==> src/core_settings.svh <==
`ifndef CORE_SETTINGS_SVH
`define CORE_SETTINGS_SVH

// Data path and address width
`define XLEN 32

// General purpose register file
`define REG_COUNT 32
`define REG_ADDR_W 5

// First fetch address after reset
`define RESET_PC 32'h0000_0000

`endif

==> src/mipsPkg.sv <==
`include "core_settings.svh"

package mipsPkg;

	// Primary opcodes of the supported subset
	typedef enum logic [5:0] {
		opRType = 6'h00,
		opBeq   = 6'h04,
		opAddiu = 6'h09,
		opOri   = 6'h0d,
		opLui   = 6'h0f,
		opLw    = 6'h23,
		opSw    = 6'h2b
	} opcodeT;

	// R-type function field
	typedef enum logic [5:0] {
		fnAddu = 6'h21,
		fnSubu = 6'h23,
		fnAnd  = 6'h24,
		fnOr   = 6'h25,
		fnSlt  = 6'h2a
	} functT;

	typedef enum logic [2:0] {
		aluAdd,
		aluSub,
		aluAnd,
		aluOr,
		aluSlt,
		aluLui
	} aluOpT;

	// Operand source for the execute stage
	typedef enum logic [1:0] {
		fwdReg,
		fwdMem,
		fwdWb
	} fwdSelT;

	// All zero means a bubble
	typedef struct packed {
		aluOpT                  aluOp;
		logic                   useImm;
		logic                   regWrite;
		logic                   memRead;
		logic                   memWrite;
		logic                   isBranch;
		logic [`REG_ADDR_W-1:0] destReg;
	} ctrlT;

	typedef struct packed {
		logic [`XLEN-1:0] instr;
		logic [`XLEN-1:0] pcPlus4;
	} decodeRegT;

	typedef struct packed {
		ctrlT                   ctrl;
		logic [`REG_ADDR_W-1:0] rs;
		logic [`REG_ADDR_W-1:0] rt;
		logic [`XLEN-1:0]       rsVal;
		logic [`XLEN-1:0]       rtVal;
		logic [`XLEN-1:0]       imm;
		logic [`XLEN-1:0]       pcPlus4;
	} executeRegT;

	typedef struct packed {
		ctrlT             ctrl;
		logic [`XLEN-1:0] aluResult;
		logic [`XLEN-1:0] storeData;
	} memoryRegT;

	typedef struct packed {
		ctrlT             ctrl;
		logic [`XLEN-1:0] aluResult;
		logic [`XLEN-1:0] loadData;
	} writebackRegT;

endpackage

==> src/decodeControl.sv <==
`timescale 1ns/1ns
`include "core_settings.svh"

module decodeControl import mipsPkg::*; (
	input  logic [`XLEN-1:0] instr,
	output ctrlT             ctrl,
	output logic [`XLEN-1:0] immediate
);

	opcodeT opcode;
	functT  funct;

	assign opcode = opcodeT'(instr[31:26]);
	assign funct  = functT'(instr[5:0]);

	always_comb begin
		ctrl = '0;
		// Sign extension is the common case
		immediate = {{(`XLEN-16){instr[15]}}, instr[15:0]};
		case (opcode)
			opRType: begin
				ctrl.regWrite = 1'b1;
				ctrl.destReg  = instr[15:11];
				case (funct)
					fnAddu:  ctrl.aluOp = aluAdd;
					fnSubu:  ctrl.aluOp = aluSub;
					fnAnd:   ctrl.aluOp = aluAnd;
					fnOr:    ctrl.aluOp = aluOr;
					fnSlt:   ctrl.aluOp = aluSlt;
					default: ctrl = '0;
				endcase
			end
			opAddiu, opLw: begin
				ctrl.aluOp    = aluAdd;
				ctrl.useImm   = 1'b1;
				ctrl.regWrite = 1'b1;
				ctrl.memRead  = (opcode == opLw);
				ctrl.destReg  = instr[20:16];
			end
			opOri, opLui: begin
				ctrl.aluOp    = (opcode == opLui) ? aluLui : aluOr;
				ctrl.useImm   = 1'b1;
				ctrl.regWrite = 1'b1;
				ctrl.destReg  = instr[20:16];
				// Raw halfword, the ALU shifts it for lui
				immediate = {{(`XLEN-16){1'b0}}, instr[15:0]};
			end
			opSw: begin
				ctrl.aluOp    = aluAdd;
				ctrl.useImm   = 1'b1;
				ctrl.memWrite = 1'b1;
			end
			opBeq: begin
				ctrl.aluOp    = aluSub;
				ctrl.isBranch = 1'b1;
			end
			default: ctrl = '0;
		endcase
	end

endmodule

==> src/executeStage.sv <==
`timescale 1ns/1ns
`include "core_settings.svh"

module executeStage import mipsPkg::*; (
	input  executeRegT       execute,
	input  fwdSelT           fwdA,
	input  fwdSelT           fwdB,
	input  logic [`XLEN-1:0] memResult,
	input  logic [`XLEN-1:0] wbResult,
	output logic [`XLEN-1:0] aluResult,
	output logic [`XLEN-1:0] storeData,
	output logic             branchTaken,
	output logic [`XLEN-1:0] branchTarget
);

	logic [`XLEN-1:0] opA;
	logic [`XLEN-1:0] opB;

	function automatic logic [`XLEN-1:0] pickOperand(
		input fwdSelT           sel,
		input logic [`XLEN-1:0] regVal,
		input logic [`XLEN-1:0] memVal,
		input logic [`XLEN-1:0] wbVal
	);
		case (sel)
			fwdMem:  pickOperand = memVal;
			fwdWb:   pickOperand = wbVal;
			default: pickOperand = regVal;
		endcase
	endfunction

	assign opA       = pickOperand(fwdA, execute.rsVal, memResult, wbResult);
	assign storeData = pickOperand(fwdB, execute.rtVal, memResult, wbResult);
	assign opB       = execute.ctrl.useImm ? execute.imm : storeData;

	always_comb begin
		case (execute.ctrl.aluOp)
			aluAdd:  aluResult = opA + opB;
			aluSub:  aluResult = opA - opB;
			aluAnd:  aluResult = opA & opB;
			aluOr:   aluResult = opA | opB;
			aluSlt:  aluResult = {{(`XLEN-1){1'b0}}, ($signed(opA) < $signed(opB))};
			aluLui:  aluResult = opB << 16;
			default: aluResult = '0;
		endcase
	end

	// beq compares the forwarded register operands, never the immediate
	assign branchTaken  = execute.ctrl.isBranch && (opA == storeData);
	assign branchTarget = execute.pcPlus4 + {execute.imm[`XLEN-3:0], 2'b00};

endmodule

==> src/hazardUnit.sv <==
`timescale 1ns/1ns
`include "core_settings.svh"

module hazardUnit import mipsPkg::*; (
	input  logic [`REG_ADDR_W-1:0] decodeRs,
	input  logic [`REG_ADDR_W-1:0] decodeRt,
	input  executeRegT             execute,
	input  ctrlT                   memCtrl,
	input  ctrlT                   wbCtrl,
	input  logic                   branchTaken,
	output fwdSelT                 fwdA,
	output fwdSelT                 fwdB,
	output logic                   stall,
	output logic                   flush
);

	logic loadInExecute;

	// The younger stage wins when both hold the register
	function automatic fwdSelT pickSource(
		input logic [`REG_ADDR_W-1:0] src,
		input ctrlT                   memC,
		input ctrlT                   wbC
	);
		if (memC.regWrite && memC.destReg != '0 && memC.destReg == src) begin
			pickSource = fwdMem;
		end else if (wbC.regWrite && wbC.destReg != '0 && wbC.destReg == src) begin
			pickSource = fwdWb;
		end else begin
			pickSource = fwdReg;
		end
	endfunction

	assign fwdA = pickSource(execute.rs, memCtrl, wbCtrl);
	assign fwdB = pickSource(execute.rt, memCtrl, wbCtrl);

	assign loadInExecute = execute.ctrl.memRead && (execute.ctrl.destReg != '0);

	// Load data is only ready in writeback, so decode waits one cycle
	assign stall = loadInExecute &&
		(execute.ctrl.destReg == decodeRs || execute.ctrl.destReg == decodeRt);

	assign flush = branchTaken;

endmodule

==> src/mipsPipeline.sv <==
`timescale 1ns/1ns
`include "core_settings.svh"

module mipsPipeline import mipsPkg::*; (
	input  logic             clk,
	input  logic             rstN,
	output logic [`XLEN-1:0] imemAddr,
	input  logic [`XLEN-1:0] imemData,
	output logic [`XLEN-1:0] dataAddr,
	output logic [`XLEN-1:0] dataWdata,
	output logic             dataWrite,
	input  logic [`XLEN-1:0] dataRdata
);

	logic [`XLEN-1:0]       pc;
	logic [`XLEN-1:0]       pcPlus4;
	decodeRegT              decReg;
	executeRegT             exReg;
	executeRegT             exNext;
	memoryRegT              memReg;
	writebackRegT           wbReg;
	ctrlT                   decCtrl;
	logic [`XLEN-1:0]       decImm;
	logic [`REG_ADDR_W-1:0] decRs;
	logic [`REG_ADDR_W-1:0] decRt;
	logic [`XLEN-1:0]       rsVal;
	logic [`XLEN-1:0]       rtVal;
	fwdSelT                 fwdA;
	fwdSelT                 fwdB;
	logic                   stall;
	logic                   flush;
	logic [`XLEN-1:0]       aluResult;
	logic [`XLEN-1:0]       storeData;
	logic                   branchTaken;
	logic [`XLEN-1:0]       branchTarget;
	logic [`XLEN-1:0]       wbValue;

	assign pcPlus4  = pc + `XLEN'(4);
	assign imemAddr = pc;

	// Flush beats stall
	always_ff @(posedge clk or negedge rstN) begin
		if (!rstN) begin
			pc <= `RESET_PC;
		end else if (flush) begin
			pc <= branchTarget;
		end else if (!stall) begin
			pc <= pcPlus4;
		end
	end

	always_ff @(posedge clk or negedge rstN) begin
		if (!rstN) begin
			decReg <= '0;
		end else if (flush) begin
			decReg <= '0;
		end else if (!stall) begin
			decReg <= '{instr: imemData, pcPlus4: pcPlus4};
		end
	end

	assign decRs = decReg.instr[25:21];
	assign decRt = decReg.instr[20:16];

	decodeControl decoder (
		.instr     (decReg.instr),
		.ctrl      (decCtrl),
		.immediate (decImm)
	);

	regFile regs (
		.clk       (clk),
		.rstN      (rstN),
		.writeEn   (wbReg.ctrl.regWrite),
		.writeAddr (wbReg.ctrl.destReg),
		.writeData (wbValue),
		.readAddrA (decRs),
		.readAddrB (decRt),
		.readDataA (rsVal),
		.readDataB (rtVal)
	);

	always_comb begin
		exNext.ctrl    = decCtrl;
		exNext.rs      = decRs;
		exNext.rt      = decRt;
		exNext.rsVal   = rsVal;
		exNext.rtVal   = rtVal;
		exNext.imm     = decImm;
		exNext.pcPlus4 = decReg.pcPlus4;
	end

	// A stall or a taken branch sends a bubble into execute
	always_ff @(posedge clk or negedge rstN) begin
		if (!rstN) begin
			exReg <= '0;
		end else if (flush || stall) begin
			exReg <= '0;
		end else begin
			exReg <= exNext;
		end
	end

	hazardUnit hazards (
		.decodeRs    (decRs),
		.decodeRt    (decRt),
		.execute     (exReg),
		.memCtrl     (memReg.ctrl),
		.wbCtrl      (wbReg.ctrl),
		.branchTaken (branchTaken),
		.fwdA        (fwdA),
		.fwdB        (fwdB),
		.stall       (stall),
		.flush       (flush)
	);

	executeStage execUnit (
		.execute      (exReg),
		.fwdA         (fwdA),
		.fwdB         (fwdB),
		.memResult    (memReg.aluResult),
		.wbResult     (wbValue),
		.aluResult    (aluResult),
		.storeData    (storeData),
		.branchTaken  (branchTaken),
		.branchTarget (branchTarget)
	);

	always_ff @(posedge clk or negedge rstN) begin
		if (!rstN) begin
			memReg <= '0;
			wbReg  <= '0;
		end else begin
			memReg <= '{ctrl: exReg.ctrl, aluResult: aluResult, storeData: storeData};
			wbReg  <= '{ctrl: memReg.ctrl, aluResult: memReg.aluResult, loadData: dataRdata};
		end
	end

	assign dataAddr  = memReg.aluResult;
	assign dataWdata = memReg.storeData;
	assign dataWrite = memReg.ctrl.memWrite;

	assign wbValue = wbReg.ctrl.memRead ? wbReg.loadData : wbReg.aluResult;

	// Only a load that writes a register may hold decode
	stallOnLoad: assert property (@(posedge clk) disable iff (!rstN)
		stall |-> (exReg.ctrl.memRead && exReg.ctrl.regWrite && !exReg.ctrl.memWrite));

	// The stall keeps every consumer of a load off the memory stage result
	noLoadForward: assert property (@(posedge clk) disable iff (!rstN)
		memReg.ctrl.memRead |-> (fwdA != fwdMem && fwdB != fwdMem));

endmodule

==> src/regFile.sv <==
`timescale 1ns/1ns
`include "core_settings.svh"

module regFile (
	input  logic                   clk,
	input  logic                   rstN,
	input  logic                   writeEn,
	input  logic [`REG_ADDR_W-1:0] writeAddr,
	input  logic [`XLEN-1:0]       writeData,
	input  logic [`REG_ADDR_W-1:0] readAddrA,
	input  logic [`REG_ADDR_W-1:0] readAddrB,
	output logic [`XLEN-1:0]       readDataA,
	output logic [`XLEN-1:0]       readDataB
);

	logic [`XLEN-1:0] regs [`REG_COUNT];
	logic             writeLive;

	// Register zero is never written
	assign writeLive = writeEn && (writeAddr != '0);

	always_ff @(posedge clk or negedge rstN) begin
		if (!rstN) begin
			for (int i = 0; i < `REG_COUNT; i++) begin
				regs[i] <= '0;
			end
		end else if (writeLive) begin
			regs[writeAddr] <= writeData;
		end
	end

	// Same-cycle write is visible to decode
	assign readDataA = (writeLive && writeAddr == readAddrA) ? writeData : regs[readAddrA];
	assign readDataB = (writeLive && writeAddr == readAddrB) ? writeData : regs[readAddrB];

	zeroReadA: assert property (@(posedge clk) disable iff (!rstN)
		(readAddrA == '0) |-> (readDataA == '0));
	zeroReadB: assert property (@(posedge clk) disable iff (!rstN)
		(readAddrB == '0) |-> (readDataB == '0));

endmodule

==> config.mk <==
export PLATFORM = sky130hd
export DESIGN_NAME = mipsPipeline
export DESIGN_NICKNAME = d
export VERILOG_FILES = /design/src/mipsPkg.sv /design/src/decodeControl.sv /design/src/executeStage.sv /design/src/hazardUnit.sv /design/src/mipsPipeline.sv /design/src/regFile.sv
export VERILOG_INCLUDE_DIRS = /design/src
export SDC_FILE = /design/constraint.sdc
export NUM_CORES = 2
export LEC_CHECK = 0
export BUFFER_PORTS_ARGS = -buffer_cell sky130_fd_sc_hd__buf_2
export CAP_MARGIN = 20
export CORE_ASPECT_RATIO = 0.75
export CORE_MARGIN = 8
export CORE_UTILIZATION = 58
export CTS_CLUSTER_SIZE = 14
export DETAILED_ROUTE_END_ITERATION = 12
export PLACE_DENSITY = 0.76
export SLEW_MARGIN = 25
export SYNTH_ARGS = -nofsm -noshare
export SYNTH_HDL_FRONTEND = slang
export SYNTH_HIERARCHICAL = 1
export SYNTH_SLANG_ARGS = --single-unit
==> constraint.sdc <==
create_clock -name clk -period 5.2 [get_ports clk]
set_input_delay 0.78 -clock clk [delete_from_list [all_inputs] [get_ports clk]]
set_output_delay 0.78 -clock clk [all_outputs]
set_load 0.005 [all_outputs]
==> summary.md <==
| Metric | Value |
|---|---|
| Status | completed |
| Slowest cell delay on critical path | 570 ps |
| Gpl congestion | 1.038 |
| Clock power frac | 37.2% |
| Post-Place Setup Slack | -589.1 ps |
| Cell with the most instances on the worst path | buf_4 |
| Hold crit path type | input pin to flip-flop |
| Depth of the CTS H-tree | 4 |
| Total Routed Length | 259.2 mm |
| Leakage | 40.60 nW |
| Family with the most delay on the worst path | compound AO/OA/AOI/OAI gates |
| Vias in the first global route | 56334 |
| Area grow syn2layout | 13.16% |
| Total die area | 144800 µm² |
| Critical Path End Type | flip-flop |
| Hold EP | wbReg[20]$_DFF_PN0_ |
| Clock skew | 27.72 ps |
| Internal power | 19.88 mW |
| Top achievable clock speed | 192.5 MHz |
| Maximum number of pins on one net before global-route repair | 138 |
| Total power per unit cell area | 331.0 nW/µm² |
| Post-route fraction of the period consumed by the critical path | 99.90% |
| Worst reg-to-reg path cell count | 26 |
| Antenna-violating nets left | 0 |
| First-pass GRT wire length | 380.9 mm |
| Average cell area after synthesis | 12.87 µm² |
| Total power after layout | 28.85 mW |
| Critical Path Fanout Max | 11 |
| Worst Path Class, Setup | flip-flop to flip-flop |
| Syn Nets | 6193 |
| Routed wire per std cell | 32.35 µm |
| Number of warnings printed during yosys synthesis | 6 |
| Proportion of layout cells with a drive suffix above 1 | 36.81% |
| Cell area after technology mapping | 77020 µm² |
| Signal arrival time at the worst endpoint | 5880 ps |
| Initial antenna violation count | 9 |
| Number of buffers inserted by port buffering | 162 |
| Rows | 115 |
| Via count | 56450 |
| Total I/O pin count | 163 |
| Final worst setup slack | 5.124 ps |
| Initial core utilization | 58.57% |
| Cell with the largest stage delay on the worst path | or4_1 |
| Post-CTS clock slew at the launch and capture registers of the worst setup and hold paths | 70 ps |
| Synthesized netlist cell count | 5984 |
| Global routing usage summed across all routing layers | 34.97% |
| Initial detailed-routing violation count | 7673 |
| Total setup violations reported at the end of the flow | 0 |
| Switching power total | 8.969 mW |
| RR Startpoint | wbReg[64]$_DFF_PN0_ |
| Largest buffer count on any clock path | 3 |
| Clock tree from TritonCTS | built |
| Fin util | 66.27% |
| Sw Share | 31.09% |
| Final critical path time including I/O delays and setup | 5195 ps |
| Max_slew headroom | 21.08% |
| Clock sink count | 1414 |
| Post-route DRC | 0 |
| Placed inst area | 81220 µm² |
| Slew at the pin with the worst max-slew slack | 1182 ps |
| Clock root buffer | clkbuf_16 |
| Max-cap violation count | 0 |
| DIE HEIGHT | 331.6 µm |
| Source-to-sink clock delay at the later pin of the worst-skew pair | 790 ps |
| Crit path launch type | flip-flop |
| Flop pwr share | 42.3% |
| Initial DRT Pass Iterations | 6 |
| Unrepaired setup endpoints after global routing | yes |
| Hold-critical path depth | 1 |
| Part of the power in combinational logic | 20.5% |
| Worst voltage drop across the vdd grid | 0.0003201 V |
| CTS buffer count | 139 |
| Hold Fails Final Rpt | 0 |
| Worst path buffer plus inverter count | 7 |
| Reg2reg setup slack | 5 ps |
| Count of pins over their slew limit | 0 |
| Overflow left after global routing | 0 |
| Number of vias per cell | 7.046 |
| HP Start | dataRdata[20] |
| Setup tns final | 0 ps |
| Die W | 436.8 µm |
| Reg-to-reg critical path endpoint | dataAddr[31]$_DFF_PN0_ |
| Nets | 6357 |
| Endpoint required time on the critical path | 5880 ps |
| Fin area | 87160 µm² |
| Floorplan Core Area | 131500 µm² |
| Detailed placer's ending HPWL | 167.8 mm |
[registers in the layout, indices dropped and copies added (netlist names)]
register   cells
regs/regs   1024
exReg        151
wbReg         71
decReg        64
dataAddr      32
dataWdata     32
imemAddr      32
memReg         7
dataWrite      1
[how the worst max path moves through the flow]
stage                             end                 start  slack (ps)  depth (start not counted)
2_1_floorplan  dataAddr[28]$_DFF_PN0_  memReg[65]$_DFF_PN0_          70                         22
3_5_place_dp   dataAddr[31]$_DFF_PN0_  memReg[68]$_DFF_PN0_        -590                         22
4_1_cts        dataAddr[27]$_DFF_PN0_   wbReg[66]$_DFF_PN0_         0.2                         23
3_3_place_gp   dataAddr[31]$_DFF_PN0_  memReg[65]$_DFF_PN0_        -540                         22
6_report       dataAddr[31]$_DFF_PN0_   wbReg[64]$_DFF_PN0_           5                         26
5_1_grt        dataAddr[31]$_DFF_PN0_   wbReg[64]$_DFF_PN0_        -200                         25
[through the flow]
stage / hold WS, ps / cells
6_report: 101.5 / 8012
5_1_grt: 87.82 / 8009
4_1_cts: 59.26 / 7993
3_5_place_dp: 334.6 / 7740
3_3_place_gp: 333.7 / 7737
2_1_floorplan: 331.2 / 5984
[power groups by stage]
| stage | logic [mW] | clock network (mW) | registers (mW) |
|---|---|---|---|
| floorplan | 3.34 | 0 | 11.9 |
| detailed placement | 5.46 | 0 | 12.4 |
| global route | 6.20 | 11.2 | 12.2 |
| finish | 5.90 | 10.7 | 12.2 |
| global placement | 5.41 | 0 | 12.3 |
| CTS | 5.57 | 10.8 | 12.2 |
[layout make-up]
type	count	area [µm²]
clock inverters	38	614.3
diodes	4	10.01
well taps	1755	2196
flip-flops and latches	1414	35400
fillers	9379	44360
repair buffers	666	5241
clock buffers	208	4136
multi-input cells	3778	39000
inverters	149	559.3
[routing by layer]
layer | GRT usage [%] | vias to the layer above | wire length [µm]
met4 | 14.77 | 16 | 11980
met5 | 0.5039 | - | 207
met3 | 12.96 | 712 | 35010
met2 | 48.28 | 3775 | 109000
li1 | - | 22594 | -
met1 | 49.78 | 29353 | 103000
[cells in the final DEF, fill, tap and decap left out, types with 137 or more instances in the layout]
cell type,instances
a21oi_1,140
and2_1,156
buf_2,161
buf_4,451
clkbuf_16,146
dfrtp_1,1408
inv_1,137
mux2_1,363
mux2_2,668
mux4_2,511
nand2_1,217
nor2_1,207
o22ai_1,252
[timing repair]
action	in CTS	in global routing
endpoints found under the hold margin	4	0
hold buffers	1	0
gates resized for setup	55	127
pin swaps	14	36
setup buffers	6	11
endpoints found under the setup margin	192	172
No activity file was read; power rests on OpenSTA's default activity.
